### config.mk
export PLATFORM = sky130hd
export DESIGN_NAME = arch_regfile
export DESIGN_NICKNAME = d
export VERILOG_FILES = /design/src/hw/rob_pkg.sv /design/src/hw/arch_regfile.sv
export VERILOG_INCLUDE_DIRS = /design/src /design/src/hw
export SDC_FILE = /design/constraint.sdc
export NUM_CORES = 2
export LEC_CHECK = 0
export BUFFER_PORTS_ARGS = -buffer_cell sky130_fd_sc_hd__buf_2
export CAP_MARGIN = 20
export CORE_UTILIZATION = 45
export DETAILED_ROUTE_END_ITERATION = 12
export GPL_TIMING_DRIVEN = 0
export PLACE_DENSITY = 0.67
export SLEW_MARGIN = 25
export SYNTH_ARGS = -nofsm -noshare
export SYNTH_HDL_FRONTEND = slang
export SYNTH_SLANG_ARGS = --single-unit
### constraint.sdc
create_clock -name clk -period 2.7 [get_ports clk]
set_input_delay 0.135 -clock clk [delete_from_list [all_inputs] [get_ports clk]]
set_output_delay 0.135 -clock clk [all_outputs]
set_load 0.05 [all_outputs]
### src/hw/rob_macros.svh
`ifndef ROB_MACROS_SVH
`define ROB_MACROS_SVH

// data word width
`define XLEN 32

// architectural register index width
`define REG_ADDR_W 5

// tag 0 is reserved, so 4 bits give 15 usable entries
`define ROB_TAG_W 4

`define ROB_ENTRIES 15

`endif

### src/hw/rob_pkg.sv
`default_nettype none
`include "rob_macros.svh"

package rob_pkg;

    typedef logic [`REG_ADDR_W-1:0] reg_idx_t;

    typedef logic [`XLEN-1:0] xdata_t;

    // 0 means no producer
    typedef logic [`ROB_TAG_W-1:0] rob_tag_t;

    typedef logic [`XLEN-1:0] pc_t;

    // supplied by decode, kept per entry
    typedef enum logic [1:0] {
        KIND_ALU    = 2'd0,
        KIND_BRANCH = 2'd1,
        KIND_LOAD   = 2'd2,
        KIND_STORE  = 2'd3
    } instr_kind_t;

endpackage

`default_nettype wire

### src/hw/arch_regfile.sv
`timescale 1ns/1ps
`default_nettype none

module arch_regfile
    import rob_pkg::*;
(
    input  wire           clk,
    input  wire           rst_n,

    input  wire           we,
    input  wire reg_idx_t wr_idx,
    input  wire xdata_t   wr_data,

    input  wire reg_idx_t rs1,
    input  wire reg_idx_t rs2,
    output xdata_t        rdata1,
    output xdata_t        rdata2
);

    // x0 has no storage
    xdata_t regs [1:31];

    assign rdata1 = (rs1 == '0) ? '0 : regs[rs1];
    assign rdata2 = (rs2 == '0) ? '0 : regs[rs2];

    always_ff @(posedge clk or negedge rst_n) begin
        if (!rst_n) begin
            for (int i = 1; i < 32; i++) begin
                regs[i] <= '0;
            end
        end else if (we && wr_idx != '0) begin
            regs[wr_idx] <= wr_data;
        end
    end

endmodule

`default_nettype wire

# [Word level (Yosys, flattened, before mapping)]
# Index checks and enable logic that the tools add are counted.
[totals] ff_bits=992 input_bits=50 word_cells=54
[classes] order_cmp=4 n_mux=11 bitwise_logic=3 reduce_logical=5
[ops] op="bitwise mux 992 bit" count=1
[ops] op="binary-select mux 32 bit (select 5 bit)" count=2
[ops] op="2-to-1 mux 32 bit" count=7
[ops] op="demux 32 bit (select 5 bit)" count=1
[ops] op="greater-or-equal comparator 6 bit, second input constant" count=3
[ops] op="NOT 5 -> 6 bit" count=3
[ops] op="zero test 5 bit" count=2
[ops] op="< comparator 6 x 1 -> 1 bit, second input constant" count=1
[ops] op="nonzero test 5 bit" count=1
[ops] op="logical AND 1 bit" count=2

# [Depth between registers and ports, before layout]
[depth] ltp_word=6 mapped_depth=9 mapped_depth_nobuf=4

# [Least setup slack after synthesis]
# OpenSTA, ideal clock, no wires.
[synth_path] path_type="input -> output" from="input port rs2[1]" to="output port rdata2[13]" t_arrival_ns=2.647 setup_slack_ns=-0.082 stages=8 n_path_buf=4 path_cell_list="buf_6 -> buf_6 -> or2_1 -> buf_6 -> buf_2 -> o22ai_1 -> nor3_1 -> nor4_1"
[synth_between] elab_chain_cells=5
[synth_rtl] element="from (decl)" line="arch_regfile.sv:15" rtl="input wire reg_idx_t rs2,"
[synth_rtl] element="NOT 5 -> 6 bit (not written as such)" line="arch_regfile.sv:24" rtl="assign rdata2 = (rs2 == '0) ? '0 : regs[rs2];"
[synth_rtl] element="binary-select mux 32 bit (select 5 bit)" line="arch_regfile.sv:24"
[synth_rtl] element="2-to-1 mux 32 bit (not written as such) (2 in series)" line="arch_regfile.sv:24"
[synth_rtl] element="2-to-1 mux 32 bit (*)" line="arch_regfile.sv:24"
[synth_rtl] element="to (decl)" line="arch_regfile.sv:17" rtl="output xdata_t rdata2"
# Every way passes the cells marked *; elsewhere a longest branch is shown, timed or not. The select of a mux whose other input is x is not followed.

# [Worst setup path after layout]
[layout_path] from="input port rs2[2]" to="output port rdata2[17]"
# The elaborated chain is that of the path after synthesis.

==> impl_metrics.json <==
{
  "setup_viol": 12,
  "path_buf_inv": 5,
  "die_x_um": 347,
  "instances_no_fill": 5934,
  "status": "complete, but fails checks",
  "routedWlPerCell_um": 30.6,
  "via_count": 38500,
  "dpl.cell_count": 5705,
  "rows": 126,
  "cts.clk_slew.worst_paths_ps": 60,
  "ant_nets": 0,
  "viasPerCell": 6.49,
  "core_um2": 118000,
  "ir_drop_uv": 674,
  "grt_overflow_total": 0,
  "path_max_fanout": 10,
  "crit_top_cell": "buf_2",
  "cts_setup_buffers": 0,
  "required_ps": 2570,
  "htree_levels": 3,
  "synth_warnings": 0,
  "syn_area_um2": 53600,
  "utilization": 0.522,
  "rsz0062_at_grt": "true",
  "largest_register_ffs": 992,
  "tightestPinTransition_ps": 1120,
  "fin_nets": 4358,
  "grt_use_total": 0.299,
  "cts_tree": "yes",
  "grt_max_degree": 127,
  "grt_pass1_wl_um": 264000,
  "finalHoldViolCount": 0,
  "synth_top_area_share": 0.463,
  "dp_slack_ps": -953,
  "cpPeakStageDelay_ps": 630,
  "cp_slowest_cell": "nor4_4",
  "ys_top_cells_by_count": "mux2_2, dfrtp_1, mux2i_1",
  "endpoint_kind": "output pin",
  "top_register": "regs",
  "numCtsBuffers": 105,
  "synthArstFlopShare": 1.00,
  "cts.sinks": 992,
  "slew_headroom": 0.249,
  "period_minus_slack_ps": 2750,
  "synth.largest_area_cell": "dfrtp_1",
  "die_area_um2": 121000,
  "drv_cap": 0,
  "synth-edff-count": 0,
  "yosysSeqAreaShare": 0.463,
  "start_kind": "primary input",
  "dp_hpwl_um": 132000,
  "crit_path_cell_trace": "buf_2, buf_2, nand2b_1, buf_2, buf_2, o22ai_1, nor3_2, nor4_4, buf_4",
  "hold_path.class": "in2async",
  "cp_top_family": "buffers and inverters",
  "tns_ps": -263,
  "synth.ff_latch_count": 992,
  "powerDensity_nw_per_um2": 743,
  "cp.arrival_ps": 2620,
  "leakagePower_nw": 27.6,
  "port_buffers": 109,
  "synth.most_common_cell": "mux2_2",
  "io_pins": 114,
  "fin_worst_skew_ps": 0,
  "failed_checks": "negative setup slack",
  "fmax_mhz": 363,
  "drtIter0Drc": 4327,
  "root_buffer": "clkbuf_16",
  "synth_area_leaders": "dfrtp_1, mux2_2, mux2i_1",
  "routed_wl_um": 182000,
  "synthCells": 4052,
  "avgSynthCellArea_um2": 13.2,
  "setup_ws_ps": -54.9,
  "clk_latency_ps": 690,
  "reg.largest.list": "regs x992",
  "routabilityCongestion": 1.01,
  "die_h_um": 347,
  "synth.distinct_cells": 39,
  "start_util": 0.454,
  "worstSetupPathType": "in2out",
  "firstDrtPassIters": 5,
  "drcViolationCount": 0,
  "syn-num-nets": 4102,
  "final_layout_size_suffix_gt1_frac": 0.431,
  "power_mw": 45.7,
  "areaGrowthSynthToFinish_pct": 14.8,
  "antenna_found_initial": 18,
  "ys.flop_type": "dfrtp_1",
  "cts_buffer_depth": 3,
  "period_share": 1.02,
  "grt_pass1_vias": 38800,
  "slew_violations": 0
}
==> cells in the final DEF (no fill, tap or decap), types with 19 or more instances in the layout <==
master	count
a21oi_1	23
a221o_1	63
a22o_1	31
a22oi_1	59
buf_2	206
buf_4	87
buf_6	31
clkbuf_1	157
clkbuf_16	109
clkbuf_2	40
clkbuf_8	28
dfrtp_1	992
dlygate4sd3_1	33
mux2_1	19
mux2_2	1037
mux2i_1	641
mux4_2	129
nand2_1	19
nor2b_1	34
nor3_1	117
nor3_2	37
o22ai_1	246
==> metal layers <==
layer / routed length [um] / GRT usage / part of all wire
met1: 74900 / 0.406 / 0.41
met2: 81000 / 0.453 / 0.45
met3: 15900 / 0.0644 / 0.087
met4: 10000 / 0.145 / 0.055
met5: 54 / 0 / 0.00030
==> final timing paths <==
| path | slack [ps] | depth (start not counted) | startpoint | end |
|---|---|---|---|---|
| max | -50 | 9 | rs2[2] | rdata2[17] |
| min | 20 | 2 | rst_n | regs[824] |
| max reg2reg | 1880 | 1 | regs[580] | regs[580] |
| min reg2reg | 510 | 1 | regs[631] | regs[631] |
| max in group asynchronous | 520 | 5 | rst_n | regs[422] |
| min in group clk | 170 | 4 | wr_idx[2] | regs[639] |
==> report_power, final <==
| part | switching (mW) | leakage, nW | total (mW) | internal, mW |
|---|---|---|---|---|
| sequential | 2.22 | 12.7 | 20.0 | 17.8 |
| combinational | 5.09 | 13.1 | 10.2 | 5.10 |
| clock | 6.27 | 1.81 | 15.5 | 9.26 |
==> what timing repair did <==
| action | in CTS | in global routing |
|---|---|---|
| hold buffers | 33 | 0 |
| gates resized for setup | 173 | 118 |
| pin swaps | 18 | 10 |
| endpoints found under the setup margin | 64 | 52 |
| endpoints found under the hold margin | 161 | 0 |
==> stage by stage <==
step	hold slack (ps)	area [um^2]
after floorplan	-161	53700
after global placement	415	56200
after detailed placement	164	56400
after CTS	57.9	61200
after global routing	99.1	61600
final	18.3	61600
==> area by class of cell <==
cell class                 count  area [um^2]
tap                         1536         1920
clock inverter                31          469
multi-input combinational   2634        27500
fill                       10100        56500
buffer                       425         2460
clock buffer                 159         3200
sequential                   992        24800
timing repair buffer         150         1190
antenna                        7         17.5
==> cells by family (layout without fill, tap and decap cells) <==
group | Yosys count | count (layout) | synth area share
compound gates | 509 | 509 | 0.0667
buf+inv | 426 | 765 | 0.0428
flops | 992 | 992 | 0.463
simple gates | 299 | 299 | 0.0324
other cells | 0 | 7 | 0
mux | 1826 | 1826 | 0.395
No activity file was read; power rests on OpenSTA's default activity.
