$ cat src/hw/rob_macros.svh
`ifndef ROB_MACROS_SVH
`define ROB_MACROS_SVH

// data word width
`define XLEN 32

// architectural register index width
`define REG_ADDR_W 5

// tag 0 is reserved, so 4 bits give 15 usable entries
`define ROB_TAG_W 4

`define ROB_ENTRIES 15

`endif

$ cat src/hw/rob_pkg.sv
`default_nettype none
`include "rob_macros.svh"

package rob_pkg;

    typedef logic [`REG_ADDR_W-1:0] reg_idx_t;

    typedef logic [`XLEN-1:0] xdata_t;

    // 0 means no producer
    typedef logic [`ROB_TAG_W-1:0] rob_tag_t;

    typedef logic [`XLEN-1:0] pc_t;

    // supplied by decode, kept per entry
    typedef enum logic [1:0] {
        KIND_ALU    = 2'd0,
        KIND_BRANCH = 2'd1,
        KIND_LOAD   = 2'd2,
        KIND_STORE  = 2'd3
    } instr_kind_t;

endpackage

`default_nettype wire

$ cat src/hw/rename_table.sv
`timescale 1ns/1ps
`default_nettype none

module rename_table
    import rob_pkg::*;
(
    input  wire           clk,
    input  wire           rst_n,

    input  wire           alloc_set,
    input  wire reg_idx_t alloc_rd,
    input  wire rob_tag_t alloc_tag,

    input  wire           commit_en,
    input  wire reg_idx_t commit_rd,
    input  wire rob_tag_t commit_tag,

    input  wire           flush,

    input  wire reg_idx_t rs1,
    input  wire reg_idx_t rs2,
    output logic          busy1,
    output rob_tag_t      tag1,
    output logic          busy2,
    output rob_tag_t      tag2
);

    logic [31:0] busy;
    rob_tag_t    tags [0:31];

    assign busy1 = busy[rs1];
    assign busy2 = busy[rs2];

    // no producer reads as tag 0
    assign tag1 = busy[rs1] ? tags[rs1] : '0;
    assign tag2 = busy[rs2] ? tags[rs2] : '0;

    always_ff @(posedge clk or negedge rst_n) begin
        if (!rst_n) begin
            busy <= '0;
        end else if (flush) begin
            busy <= '0;
        end else begin
            // only the youngest producer may clear its register
            if (commit_en && tags[commit_rd] == commit_tag) begin
                busy[commit_rd] <= 1'b0;
            end
            // a new producer wins over a same-cycle commit
            if (alloc_set) begin
                busy[alloc_rd] <= 1'b1;
            end
        end
    end

    always_ff @(posedge clk) begin
        if (alloc_set) begin
            tags[alloc_rd] <= alloc_tag;
        end
    end

endmodule

`default_nettype wire

$ cat config.mk
export PLATFORM = sky130hd
export DESIGN_NAME = rename_table
export DESIGN_NICKNAME = d
export VERILOG_FILES = /design/src/hw/rob_pkg.sv /design/src/hw/rename_table.sv
export VERILOG_INCLUDE_DIRS = /design/src /design/src/hw
export SDC_FILE = /design/constraint.sdc
export NUM_CORES = 1
export LEC_CHECK = 0
export BUFFER_PORTS_ARGS = -buffer_cell sky130_fd_sc_hd__buf_4
export CORE_ASPECT_RATIO = 0.6
export CORE_UTILIZATION = 60
export DETAILED_ROUTE_END_ITERATION = 10
export PLACE_DENSITY = 0.75
export SLEW_MARGIN = 20
export SYNTH_ARGS = -nofsm -noshare
export SYNTH_HDL_FRONTEND = slang
export SYNTH_SLANG_ARGS = --single-unit
$ cat constraint.sdc
create_clock -name clk -period 9.1 [get_ports clk]
set_input_delay 1.82 -clock clk [delete_from_list [all_inputs] [get_ports clk]]
set_output_delay 1.82 -clock clk [all_outputs]
set_load 0.01 [all_outputs]
* Yosys cells after proc, flatten, opt, wreduce, memory -nomap -nowiden
Memory sizes are Yosys's and may differ from the RTL's.
Index checks and enable logic that the tools add are counted.
** Cells by class
- $lt $le $gt $ge :: 6
- Equal/unequal tests :: 1
- Multiplexer cells :: 16
- Bitwise logic cells :: 3
- Reductions and logical operators :: 3
** Operator list (number)
- 2-to-1 mux 32 bit :: 4
- AND 32 bit :: 1
- inverter 32 bit :: 1
- OR 32 bit :: 1
- less-than comparator 5 x 6 -> 1 bit, second input constant :: 4
- binary-select mux 1 bit (select 5 bit) :: 2
- demux 1 bit (select 5 bit) :: 2
- >= comparator 5 x 1 -> 1 bit, second input constant :: 2
- 2-to-1 mux 4 bit :: 2
- 2-to-1 mux 1 bit :: 6
- equality test 4 bit :: 1
- logical AND 1 bit :: 3
** Storage, ports and cells
- Flip-flop bits (word level) :: 32
- Memory bits (writable) :: 128
- Input port bits :: 33
- Output and inout bits :: 10
- Word-level logic and storage cells :: 31
- Memories :: 1
** Memories
- tags :: depth 32, width 4, read ports 3, clocked after Yosys merged registers in 0, wr ports 1, line rename_table.sv:29 : rob_tag_t tags [0:31];

* Logic depth before layout (Yosys ltp)
- Depth in word-level cells :: 11
- Mapped depth :: 11
- Mapped depth without buffers :: 7

* Worst setup path after synthesis
Ideal clock, no wire load.
- Path kind :: input-to-output
- Start :: in rs1[0]
- End :: out tag1[0]
- Arrival time :: 3.710 ns
- Required time :: 7.280 ns
- Slack :: 3.570 ns
- Stages :: 6
- Path buffers :: 2
- Path through :: clkbuf_1 > buf_1 > mux4_2 > mux4_2 > mux2i_1 > nor2_1
** Between the ends
- Cells in the longest elaborated chain, start to end :: 3
** RTL lines
- from (decl) :: line rename_table.sv:20 : input wire reg_idx_t rs1,
- binary-select mux 1 bit (select 5 bit) :: line rename_table.sv:35 : assign tag1 = busy[rs1] ? tags[rs1] : '0;
- 2-to-1 mux 1 bit (implied by the code) :: line rename_table.sv:35
- 2-to-1 mux 4 bit (*) :: line rename_table.sv:35
- to (decl) :: line rename_table.sv:23 : output rob_tag_t tag1,
Mark *: on every way between the ends. The rest lies on a longest branch, timed or not. The select of a mux whose other input is x is not followed.

* Worst setup path in the final report
- Start :: in rs2[0]
- End :: out tag2[2]
** Between the ends
- Cells in the longest elaborated chain, start to end :: 3
** RTL lines
- from (decl) :: line rename_table.sv:21 : input wire reg_idx_t rs2,
- binary-select mux 1 bit (select 5 bit) :: line rename_table.sv:36 : assign tag2 = busy[rs2] ? tags[rs2] : '0;
- 2-to-1 mux 1 bit (implied by the code) :: line rename_table.sv:36
- 2-to-1 mux 4 bit (*) :: line rename_table.sv:36
- to (decl) :: line rename_table.sv:25 : output rob_tag_t tag2
Marked as above.

==> impl_metrics.csv <==
group,metric,value,unit
placement,place_ws,2670,ps
timing,slew_headroom,30.6,%
setup_path,r2r_start,"tags[27][1]$_DFFE_PP_",
cells_and_area,final_common_cell,"edfxtp_1",
power_and_ir_drop,switching_power,485,uW
cells_and_area,num-fill-cells,1070,
timing,max_freq,155,MHz
clock_tree,cts.path.max_buffers,2,
global_route,antenna_found_initial,0,
routing,postRouteAntennaNets,0,
timing,finalHoldViolCount,0,
placement,gp_congestion,0.990,
floorplanning,dieArea,0.0165,sq mm
power_and_ir_drop,seqPwrFrac,45.7,%
setup_path,worstPathRequired,7280,ps
setup_path,crit_path_cell_trace,"buf_4 > mux4_2 > mux4_2 > mux2i_1 > nor2_1 > buf_4",
setup_path,cp-end-kind,"output port",
power_and_ir_drop,power.density,168,mW/mm^2
routing,dr.pass1.iters,10,
placement,placement.io_buffers,42,
cells_and_area,drive_gt1_share,33.3,%
cells_and_area,fin_nets,668,
timing,finalCritPeriodShare,71.0,%
power_and_ir_drop,ir_drop,0.000112,V
synth,synth.avg_cell_area,15.3,sq um
power_and_ir_drop,total_power,1.77,mW
hold_path,min-delay-path-class,"reg2reg",
hold_path,min_from,"busy[0]$_DFF_PN0_",
hold_path,min_to,"busy[0]$_DFF_PN0_",
floorplanning,start_util,62.0,%
setup_path,reg2reg_depth,7,
clock_tree,post_cts_buffers,0,
global_route,grt_pass1_vias,6489,
routing,vias,6912,
cells_and_area,ff_latch_area,0.00464,sq mm
global_route,grt-ovfl-total,0,
synth,yosysSeqAreaShare,48.3,%
timing,drv_slew,0,
floorplanning,core_area,0.0155,sq mm
floorplanning,io-pin-count,43,
power_and_ir_drop,p_leak,3.53,nW
setup_path,arrival,4640,ps
clock_tree,cts_root_buf,"clkbuf_16",
synth,ys_ff_latch,160,
setup_path,cp-start-kind,"primary input",
global_route,grt_max_degree,49,
flow_run,maxCapViolations,0,
clock_tree,cts_buffers,17,
power_and_ir_drop,power_switching_share,27.5,%
routing,drt_iter0_drc,1429,
timing,setup_viol,0,
global_route,grt_pass1_wl,44100,um
setup_path,rr_endpoint,"busy[5]$_DFF_PN0_",
cells_and_area,syn_to_final_growth,9.06,%
timing,finalCriticalPeriod,6460,ps
clock_tree,post_cts_resized,0,
floorplanning,die-height,100,um
floorplanning,num_rows,35,
clock_tree,clk_latency,430,ps
setup_path,crit_slowest_cell,"mux2i_1",
synth,synth_cell_types,38,
outcome,status,"finished with violations",
floorplanning,die_w,165,um
synth,syn-instance-count,627,
clock_tree,htreeDepth,4,
outcome,failed_checks,"DRC",
cells_and_area,final_cell_mix,"edfxtp_1, mux4_2, nor2_1",
synth,yosys_warnings,0,
clock_tree,tritoncts,"done",
cells_and_area,diodes,0,
synth,synth-async-reset-ratio,20.0,%
routing,drc,6,
global_route,track_usage,38.5,%
routing,wl_per_cell,35.5,um
power_and_ir_drop,power_frac_clock,41.5,%
setup_path,startpoint,"rs2[0]",
routing,drt-vias-per-instance,8.12,
hold_path,whs_path_depth,2,
synth,synth.cell_area,0.00961,sq mm
power_and_ir_drop,pwr-share-comb,12.9,%
placement,place_hpwl,21000,um
synth,synth_flop_cell,"edfxtp_1",
power_and_ir_drop,intPower,1.28,mW
setup_path,ff2ff_setup_slack,5820,ps
timing,timing.final.ws_setup,2640,ps
synth,synth-edff-count,128,
setup_path,crit_fanout,40,
clock_tree,hold_buffers,0,
routing,wirelength,30200,um
cells_and_area,post-route-util,67.6,%
cells_and_area,multi_input_area,0.00465,sq mm
setup_path,worstSetupPathType,"in2out",
timing,rsz0062_at_grt,"no",
timing,tightestPinTransition,1040,ps
clock_tree,numClockSinks,160,
setup_path,critPathMaxStageDelay,700,ps
timing,fin_worst_skew,18.6,ps
clock_tree,clk_pin_slew,70,ps
timing,fin_setup_tns,0,ps
synth,syn_nets,660,
## power groups by stage
stage,Clock [mW],Sequential [mW],Combinational (mW)
after floorplan,0,0.819,0.154
after global placement,0,0.821,0.217
after detailed placement,0,0.822,0.220
after CTS,0.729,0.806,0.221
after global routing,0.758,0.807,0.234
final,0.732,0.806,0.227
## worst max-delay path: cells and delay by family
kind,cells,cell delay [ps]
buffers and inverters,2,840
multiplexers,3,1780
AND/OR/NAND/NOR,1,160
## layout make-up
class	instances	share of cell area (%)
multi-input cells	410	44.4
flip-flops and latches	160	44.3
clock buffers	17	4.06
repair buffers	44	3.15
well taps	203	2.42
clock inverters	15	1.61
inverters	2	0.0716
## cell families (layout without fill, tap and decap cells)
kind of cell	after synthesis	after routing	synth area share, %
simple gates	168	168	9.52
mux	174	174	31.1
buf+inv	57	78	3.41
flops	160	160	48.3
compound gates	64	64	7.14
xor+xnor	4	4	0.443
## synth_stat cells, drive strengths merged (2+ instances only)
cell type    n  share of area (%)
nor2        83                3.2
nand3b       5               0.39
buf         36                2.6
nand2b       4               0.26
nor2b        4               0.26
xnor2        4               0.44
o22ai       28                1.8
mux4       100                 23
dfrtp       32                8.3
or3b         3               0.27
o32ai        4               0.44
clkbuf      19               0.74
nand2        8               0.34
nor4        24                1.6
nand3        8               0.42
a311oi      32                4.9
nand4        4               0.26
or2          2               0.16
nand4b       4               0.36
edfxtp     128                 40
nor4b        7               0.64
or4b         4               0.49
nand4bb      5               0.59
inv          2              0.078
mux2i       74                7.7
## registers in the layout, indices dropped and copies added, names as in the netlist
| signal | flops |
|---|---|
| busy | 32 |
| tags | 128 |
## per-layer routing
metal / GRT usage (%) / share of wire (%)
met1: 59.8 / 39
met5: 0 / 0
met4: 8.67 / 2.2
met3: 11.6 / 16
met2: 53.7 / 43
## worst max path at each step
stage,to,slack [ps],cells after the start
6_report,tag2[2],2640,6
3_5_place_dp,tag2[2],2670,6
5_1_grt,tag1[2],2570,6
3_3_place_gp,tag2[1],2750,6
2_1_floorplan,tag1[0],3570,6
4_1_cts,tag2[2],2670,6
## through the flow
stage	cells	area (sq um)	hold WS, ps
after global routing	851	10500	616
after floorplan	627	9610	543
final	851	10500	597
after detailed placement	819	9880	587
after global placement	819	9880	579
after CTS	851	10500	596
Power figures use the tool's default switching activity.
