## src/hw/rob_macros.svh

```systemverilog
`ifndef ROB_MACROS_SVH
`define ROB_MACROS_SVH

// data word width
`define XLEN 32

// architectural register index width
`define REG_ADDR_W 5

// tag 0 is reserved, so 4 bits give 15 usable entries
`define ROB_TAG_W 4

`define ROB_ENTRIES 15

`endif

```

## src/hw/rob_pkg.sv

```systemverilog
`default_nettype none
`include "rob_macros.svh"

package rob_pkg;

    typedef logic [`REG_ADDR_W-1:0] reg_idx_t;

    typedef logic [`XLEN-1:0] xdata_t;

    // 0 means no producer
    typedef logic [`ROB_TAG_W-1:0] rob_tag_t;

    typedef logic [`XLEN-1:0] pc_t;

    // supplied by decode, kept per entry
    typedef enum logic [1:0] {
        KIND_ALU    = 2'd0,
        KIND_BRANCH = 2'd1,
        KIND_LOAD   = 2'd2,
        KIND_STORE  = 2'd3
    } instr_kind_t;

endpackage

`default_nettype wire

```

## src/hw/rob.sv

```systemverilog
`timescale 1ns/1ps
`default_nettype none
`include "rob_macros.svh"

module rob
    import rob_pkg::*;
(
    input  wire              clk,
    input  wire              rst_n,

    input  wire              alloc_en,
    input  wire instr_kind_t alloc_kind,
    input  wire reg_idx_t    alloc_rd,
    input  wire              alloc_pred_taken,
    output logic             full,
    output rob_tag_t         alloc_tag,

    input  wire              ex_en,
    input  wire rob_tag_t    ex_tag,
    input  wire xdata_t      ex_data,
    input  wire              ex_taken,
    input  wire pc_t         ex_target,

    input  wire              ld_en,
    input  wire rob_tag_t    ld_tag,
    input  wire xdata_t      ld_data,

    output logic             commit_en,
    output reg_idx_t         commit_rd,
    output rob_tag_t         commit_tag,
    output xdata_t           commit_data,

    output logic             store_release_en,
    output rob_tag_t         store_release_tag,

    output logic             flush,
    output pc_t              redirect_pc,

    input  wire rob_tag_t    rd_tag_a,
    input  wire rob_tag_t    rd_tag_b,
    output logic             fwd_done_a,
    output xdata_t           fwd_data_a,
    output logic             fwd_done_b,
    output xdata_t           fwd_data_b
);

    // slot 0 stays empty so a tag indexes directly
    logic [`ROB_ENTRIES:0] occupied;
    logic [`ROB_ENTRIES:0] done;

    instr_kind_t kind   [0:`ROB_ENTRIES];
    reg_idx_t    rd     [0:`ROB_ENTRIES];
    xdata_t      data   [0:`ROB_ENTRIES];
    logic        pred   [0:`ROB_ENTRIES];
    logic        taken  [0:`ROB_ENTRIES];
    pc_t         target [0:`ROB_ENTRIES];

    rob_tag_t rd_ptr;
    rob_tag_t wr_ptr;

    logic alloc_ok;
    logic ex_ok;
    logic ld_ok;
    logic head_valid;
    logic head_store;
    logic head_mispred;

    // wraps from the last entry back to 1
    function automatic rob_tag_t next_ptr(input rob_tag_t p);
        next_ptr = (p == rob_tag_t'(`ROB_ENTRIES)) ? rob_tag_t'(1) : p + rob_tag_t'(1);
    endfunction

    // no allocation during the flush cycle
    assign full      = occupied[wr_ptr] | flush;
    assign alloc_tag = wr_ptr;
    assign alloc_ok  = alloc_en & ~full;

    // late or repeated completions are dropped
    assign ex_ok = ex_en & occupied[ex_tag] & ~done[ex_tag] & ~flush;
    assign ld_ok = ld_en & occupied[ld_tag] & ~done[ld_tag] & ~flush;

    assign head_valid   = occupied[rd_ptr] & done[rd_ptr] & ~flush;
    assign head_store   = (kind[rd_ptr] == KIND_STORE);
    assign head_mispred = (kind[rd_ptr] == KIND_BRANCH) && (pred[rd_ptr] != taken[rd_ptr]);

    assign commit_en   = head_valid & ~head_store;
    assign commit_rd   = rd[rd_ptr];
    assign commit_tag  = rd_ptr;
    assign commit_data = data[rd_ptr];

    assign store_release_en  = head_valid & head_store;
    assign store_release_tag = rd_ptr;

    assign fwd_done_a = occupied[rd_tag_a] & done[rd_tag_a];
    assign fwd_data_a = data[rd_tag_a];
    assign fwd_done_b = occupied[rd_tag_b] & done[rd_tag_b];
    assign fwd_data_b = data[rd_tag_b];

    always_ff @(posedge clk or negedge rst_n) begin
        if (!rst_n) begin
            occupied <= '0;
            done     <= '0;
            rd_ptr   <= rob_tag_t'(1);
            wr_ptr   <= rob_tag_t'(1);
            flush    <= 1'b0;
        end else if (flush) begin
            // drop everything younger than the mispredicted branch
            occupied <= '0;
            rd_ptr   <= rob_tag_t'(1);
            wr_ptr   <= rob_tag_t'(1);
            flush    <= 1'b0;
        end else begin
            flush <= commit_en & head_mispred;
            if (alloc_ok) begin
                occupied[wr_ptr] <= 1'b1;
                done[wr_ptr]     <= 1'b0;
                wr_ptr           <= next_ptr(wr_ptr);
            end
            if (ex_ok) begin
                done[ex_tag] <= 1'b1;
            end
            if (ld_ok) begin
                done[ld_tag] <= 1'b1;
            end
            if (head_valid) begin
                occupied[rd_ptr] <= 1'b0;
                rd_ptr           <= next_ptr(rd_ptr);
            end
        end
    end

    always_ff @(posedge clk) begin
        if (alloc_ok) begin
            kind[wr_ptr] <= alloc_kind;
            rd[wr_ptr]   <= alloc_rd;
            pred[wr_ptr] <= alloc_pred_taken;
        end
        if (ex_ok) begin
            data[ex_tag]   <= ex_data;
            taken[ex_tag]  <= ex_taken;
            target[ex_tag] <= ex_target;
        end
        if (ld_ok) begin
            data[ld_tag] <= ld_data;
        end
        // held until the next mispredict
        if (commit_en && head_mispred) begin
            redirect_pc <= target[rd_ptr];
        end
    end

endmodule

`default_nettype wire

```

## config.mk

```make
export PLATFORM = sky130hd
export DESIGN_NAME = rob
export DESIGN_NICKNAME = d
export VERILOG_FILES = /design/src/hw/rob_pkg.sv /design/src/hw/rob.sv
export VERILOG_INCLUDE_DIRS = /design/src /design/src/hw
export SDC_FILE = /design/constraint.sdc
export NUM_CORES = 2
export LEC_CHECK = 0
export CORE_AREA = 2 2 265 372
export CTS_BUF_LIST = sky130_fd_sc_hd__clkbuf_16
export DETAILED_ROUTE_END_ITERATION = 7
export DIE_AREA = 0 0 267 374
export DONT_BUFFER_PORTS = 1
export GPL_TIMING_DRIVEN = 0
export HOLD_SLACK_MARGIN = 0.05
export PLACE_DENSITY_LB_ADDON = 0.12
export SKIP_LAST_GASP = 1
export SYNTH_ARGS = -nofsm -noshare
export SYNTH_HDL_FRONTEND = slang
export SYNTH_SLANG_ARGS = --single-unit
```

## constraint.sdc

```tcl
create_clock -name clk -period 13.6 [get_ports clk]
set_clock_uncertainty 0.15 [all_clocks]
set_input_delay 0.68 -clock clk [delete_from_list [all_inputs] [get_ports clk]]
set_output_delay 0.68 -clock clk [all_outputs]
set_load 0.03 [all_outputs]
```

=== Word-level counts from Yosys, hierarchy flattened ===
Memories as Yosys holds them, arrays and structs flattened. A register that Yosys moved wholly into a read port is not among the register bits.
Cells that the tools add are included.

* Input port bits: 126
* Register bits: 41
* Output and inout port bits: 151
* Bits in writable memories: 1168
* Memories kept: 6
* Word-level logic and storage cells: 115

* Reductions and logical operators: 8
* Multiplexer cells: 52
* Bitwise operators: 27
* Order comparisons: 10
* Eq/ne operators: 5
* Add/subtract/negate cells: 2

{| class="wikitable"
|+ Memory list
! name !! depth !! width !! read ports !! clocked after memory_dff !! wr ports !! RTL line !! source
|-
| data || 16 || 32 || 3 || 0 || 2 || rob.sv:53 || <nowiki>xdata_t data [0:`ROB_ENTRIES];</nowiki>
|-
| target || 16 || 32 || 1 || 1 || 1 || rob.sv:56 || <nowiki>pc_t target [0:`ROB_ENTRIES];</nowiki>
|-
| rd || 16 || 5 || 1 || 0 || 1 || rob.sv:52 || <nowiki>reg_idx_t rd [0:`ROB_ENTRIES];</nowiki>
|-
| kind || 16 || 2 || 1 || 0 || 1 || rob.sv:51 || <nowiki>instr_kind_t kind [0:`ROB_ENTRIES];</nowiki>
|-
| pred || 16 || 1 || 1 || 0 || 1 || rob.sv:54 || <nowiki>logic pred [0:`ROB_ENTRIES];</nowiki>
|-
| taken || 16 || 1 || 1 || 0 || 1 || rob.sv:55 || <nowiki>logic taken [0:`ROB_ENTRIES];</nowiki>
|}

{| class="wikitable"
|+ Operator list
! operator !! count
|-
| 2-to-1 mux 16 bit || 9
|-
| bitwise OR 16 bit || 3
|-
| binary-select mux 1 bit (select 4 bit) || 11
|-
| AND 16 bit || 2
|-
| NOT 16 bit || 2
|-
| < comparator 4 x 5 -> 1 bit, second input constant || 6
|-
| 2-to-1 mux 4 bit || 6
|-
| 2-to-1 mux 1 bit || 22
|-
| demux 1 bit (select 4 bit) || 4
|-
| greater-or-equal comparator 4 x 1 -> 1 bit, second input constant || 4
|-
| AND 1 bit || 14
|-
| adder 4 x 1 -> 4 bit, second input constant || 2
|-
| == test 4 bit, second input constant || 2
|-
| logical AND 1 bit || 6
|-
| NOT 1 bit || 5
|-
| nonzero test 2 bit || 2
|-
| == test 2 x 1 -> 1 bit, second input constant || 1
|-
| == test 2 bit, second input constant || 1
|-
| != test 1 bit || 1
|-
| bitwise OR 1 bit || 1
|}

=== Logic depth before layout (Yosys ltp) ===
* Word-level depth: 13
* Mapped depth: 9
* Depth with buffers taken out: 6

=== Worst setup path after synthesis ===
Ideal clock, no wire load.

* Kind: reg2reg
* Start: register rd_ptr[0] (netlist: commit_tag[0])
* End: register redirect_pc[0] (read register of target) (enable)
* Cell stages (with the launch flop): 8
* Required time: 12.949 ns
* Slack: 7.317 ns
* Clock period less this slack: 6.283 ns
* Setup time: 0.501 ns
* Arrival time: 5.632 ns
* Buffers on the path: 3
* Cells stage by stage: dfstp_2 -> buf_2 -> buf_2 -> buf_1 -> mux4_2 -> a22oi_1 -> nand2_1 -> nor4_1

* Longest elaborated chain between the ends: 6
* Elaborated cells on any way between the ends: 16
* Those cells by class: eq/ne: 3; mux: 4; bitwise: 4; reduce/logical: 2; memory: 3

{| class="wikitable"
|+ RTL lines
! what !! RTL line !! source
|-
| from (decl) || rob.sv:58 || <nowiki>rob_tag_t rd_ptr;</nowiki>
|-
| from (signal assigned) || rob.sv:103 || <nowiki>rd_ptr <= rob_tag_t'(1);</nowiki>
|-
| from (signal assigned) || rob.sv:109 || <nowiki>rd_ptr <= rob_tag_t'(1);</nowiki>
|-
| from (signal assigned) || rob.sv:127 || <nowiki>rd_ptr <= next_ptr(rd_ptr);</nowiki>
|-
| binary-select mux 1 bit (select 4 bit) || rob.sv:82 || <nowiki>assign head_valid = occupied[rd_ptr] & done[rd_ptr] & ~flush;</nowiki>
|-
| 2-to-1 mux 1 bit (implied by the code) || rob.sv:82 ||
|-
| AND 1 bit (2 in series) || rob.sv:82 ||
|-
| AND 1 bit || rob.sv:86 || <nowiki>assign commit_en = head_valid & ~head_store;</nowiki>
|-
| logical AND 1 bit || rob.sv:147 || <nowiki>if (commit_en && head_mispred) begin</nowiki>
|-
| to (decl) || rob.sv:37 || <nowiki>output pc_t redirect_pc,</nowiki>
|}

Several ways; a longest one is shown, not always the timed one. The select of a mux whose other input is x is not followed.
A chain may end at the register's enable or synchronous reset.

=== Worst setup path after layout ===
* Start: register rd_ptr[1] (netlist: commit_tag[1])
* End: output commit_data[9]

* Longest elaborated chain between the ends: 1

{| class="wikitable"
|+ RTL lines
! what !! RTL line !! source
|-
| memory read (16 x 32 bit) || -- ||
|-
| to (decl) || rob.sv:31 || <nowiki>output xdata_t commit_data,</nowiki>
|}

No other way between the ends.

==> impl_metrics.py <==
metrics = {
    "run_status": {
        "result_of_the_run": "finished with violations",
        "failed_checks": "capacitance limit, slew limit",
    },
    "floorplanning": {
        "placement_rows": 135,
        "fp.dieW_um": 267,
        "die_area_um2": 99900,
        "chipHeight_um": 374,
        "initial_utilization_pct": 64.5,
        "design.portCount": 277,
        "floorplan.core_area_um2": 96400,
    },
    "yosys": {
        "synth_cells": 3089,
        "syn_avg_cell_area_um2": 20.1,
        "synth_seq_area_share_pct": 59.6,
        "post_synth_fa_ha_maj_area_fraction_pct": 0.161,
        "synth-compound-area-share_pct": 1.36,
        "synth_area_um2": 62200,
        "synth-async-reset-ratio_pct": 3.30,
        "ys_warn_count": 0,
        "ys.flop_type": "edfxtp_1",
        "synth_cell_types": 71,
        "simple_logic_cell_fraction_of_the_synthesized_area_pct": 1.51,
        "synth_nets": 3223,
        "synth_xor_xnor_area_share_pct": 0.0141,
        "post_synth_edffs": 1200,
        "synth_top_family_by_area": "multiplexers",
        "postSynthRegisterBits": 1241,
        "synth.area.mux_share_pct": 35.1,
    },
    "clock_tree": {
        "cts_buffers": 114,
        "clk_latency_ns": 0.75,
        "clock_path_buffers": 3,
        "cts_repair_resize_count": 0,
        "clock-root-buffer": "clkbuf_16",
        "cts_sinks": 1241,
        "cts_tree": "done",
        "cts.htree.levels": 3,
        "clkTransAtPathRegs_ns": 0.07,
    },
    "timing": {
        "timing_hold_violations_final": 0,
        "rsz0062_at_grt": "false",
        "finalWorstPathRequiredPeriod_ns": 6.41,
        "report.final.slew_viol_count": 11,
        "fmax_ghz": 0.156,
        "finalSetupViolCount": 0,
        "max_slew.worst_pin.slew_ns": 1.51,
        "timing.max_slew.rel_slack_pct": -1.09,
        "total_negative_setup_slack_ns": 0,
        "min_period_over_period_pct": 47.1,
    },
    "worst_setup_path": {
        "worstPathArrival_ns": 5.58,
        "worst_ep_required_time_ns": 12.77,
        "cp-end-kind": "output port",
        "cp_max_fo": 10,
        "critPathKind": "reg -> out",
        "critPathLaunchType": "flip-flop",
    },
    "grt": {
        "first_pass_grt_wire_length_um": 287000,
        "grtUsageTotal_pct": 42.2,
        "grt_overflow_total": 0,
        "initial_antenna_violation_count": 12,
        "grt_start_max_net_pins": 42,
        "first_global_vias": 38700,
    },
    "drt": {
        "number_of_drc_markers_after_the_initial_detailed_route_iteration": 5429,
        "drc": 0,
        "detailedRoute.firstPassIterationCount": 5,
        "antenna_violating_nets_post_route": 0,
        "drt-wirelength-per-cell_um": 43.2,
        "drt-total-wl_um": 207000,
        "num_vias": 37300,
        "viasPerCell": 7.79,
    },
    "cells_and_area": {
        "area_growth_syn_to_layout_pct": 12.4,
        "multiInputGateArea_um2": 23900,
        "layout_commonest_cell": "edfxtp_1",
        "design.final.nets": 3509,
        "utilization_after_layout_pct": 72.6,
        "register_area_um2": 37100,
        "final_cells": 4786,
        "mostFrequentLayoutCells": "edfxtp_1, mux4_2, mux2_2",
        "stdcell_area_um2": 70000,
        "share_of_final_layout_standard_cells_stronger_than_drive_strength_1_pct": 44.9,
        "fillerInstances": 5721,
    },
    "placed_design": {
        "dp_cells": 4444,
        "port_buffers": 0,
        "post-dp-hpwl_um": 131000,
        "postPlaceCellArea_um2": 65100,
        "routabilityCongestion": 0.958,
    },
    "hold_path": {
        "hold_class": "in -> reg",
    },
    "power_and_ir_drop": {
        "power.ir.vdd_worst_mv": 0.249,
        "power.static_leakage_nw": 22.3,
        "power-per-cell-area_nw_per_um2": 167,
        "power_mw": 11.7,
    },
    "job": {
        "drv_cap": 2,
    },
}
-- metal layers --
metal	vias up	track usage, %	wire [um]
met5	-	0	91
met4	10	26.7	15200
met3	879	12.2	26100
met2	3250	67.9	101000
met1	19300	50.3	63900
li1	13900	-	-
-- path summary, 6_finish.rpt --
path / start / to / slack (ns) / cells after the start
worst max register to register: commit_tag[1] / redirect_pc[23] / 7.85 / 11
worst max-delay path: commit_tag[1] / commit_data[9] / 7.19 / 6
worst min register to register: occupied[5] / occupied[5] / 0.49 / 2
max in group asynchronous: rst_n / commit_tag[0] / 12.71 / 2
worst min-delay path: alloc_en / alloc_tag[0] / 0.10 / 3
min in group asynchronous: rst_n / alloc_tag[2] / 0.31 / 2
-- registers in the layout (all words and copies together), names as in the netlist --
signal / cells
alloc_tag: 4
done: 16
data: 512
rd: 80
commit_tag: 4
taken: 16
target: 512
occupied: 16
kind: 32
flush: 1
pred: 16
redirect_pc: 32
-- synthesized netlist by cell type, drive strengths merged (3+ instances only) --
cell type	count	area share, %
a22oi	4	0.048
mux2i	10	0.16
or3b	3	0.042
buf	98	0.87
a22o	6	0.084
nand3b	8	0.097
and2b	3	0.042
dfrtp	39	1.6
inv	26	0.16
nand3	5	0.040
nand2	36	0.22
or2	9	0.090
or4	7	0.090
nor2b	5	0.050
edfxtp	1200	58
nor3	7	0.056
clkbuf	208	1.3
o21ai	23	0.18
nand2b	10	0.10
o211ai	9	0.16
a2111oi	4	0.15
or3	3	0.030
ha	8	0.16
nor2	63	0.38
a21oi	5	0.040
nor4	4	0.050
o31ai	3	0.036
mux2	517	9.6
mux4	698	25
o311ai	6	0.084
a311oi	17	0.24
nor3b	7	0.084
nand4	3	0.030
-- per-stage QoR --
step	hold WS [ns]	setup WS, ns
3_5_place_dp	0.239	8.20
6_report	0.100	7.19
5_1_grt	0.110	7.32
2_1_floorplan	0.234	7.32
3_3_place_gp	0.239	2.16
4_1_cts	0.0631	7.47
-- repair_timing --
item / 4_1_cts / 5_1_grt
setup buffers: 0 / 0
hold buffers: 111 / 0
hold endpoints to repair: 1050 / 0
-- worst max-delay path, cell delays in order (launching register included) --
cell      delay [ns]
dfrtp_1         0.65
clkbuf_1        0.25
clkbuf_1        0.87
clkbuf_1        0.94
clkbuf_1        1.04
mux4_2          0.46
mux4_2          0.60
-- report_power, final --
part / switching (mW) / internal (mW) / total (mW)
Sequential: 0.222 / 4.40 / 4.62
Combinational: 2.29 / 1.57 / 3.86
Clock: 1.50 / 1.71 / 3.21
Total: 4.01 / 7.69 / 11.7
-- cell type report --
| type | count | share of cell area (%) |
|---|---|---|
| Timing Repair Buffer | 170 | 3.11 |
| Buffer | 306 | 1.94 |
| Clock inverter | 102 | 1.19 |
| Inverter | 27 | 0.145 |
| Tap cell | 1301 | 2.33 |
| Antenna cell | 10 | 0.0358 |
| Multi-Input combinational cell | 1515 | 34.2 |
| Clock buffer | 114 | 4.08 |
| Sequential cell | 1241 | 53.0 |
-- logic make-up (layout without fill, tap and decap cells) --
| family | after synthesis | after routing |
|---|---|---|
| muxes | 1225 | 1225 |
| and+or+nand+nor | 181 | 181 |
| adders and majority gates | 8 | 8 |
| buffers and inverters | 333 | 719 |
| xor gates and xnor gates | 1 | 1 |
| DFF | 1241 | 1241 |
| AOI/OAI and AO/OA | 100 | 100 |
| other | 0 | 10 |
Power figures use the tool's default switching activity.
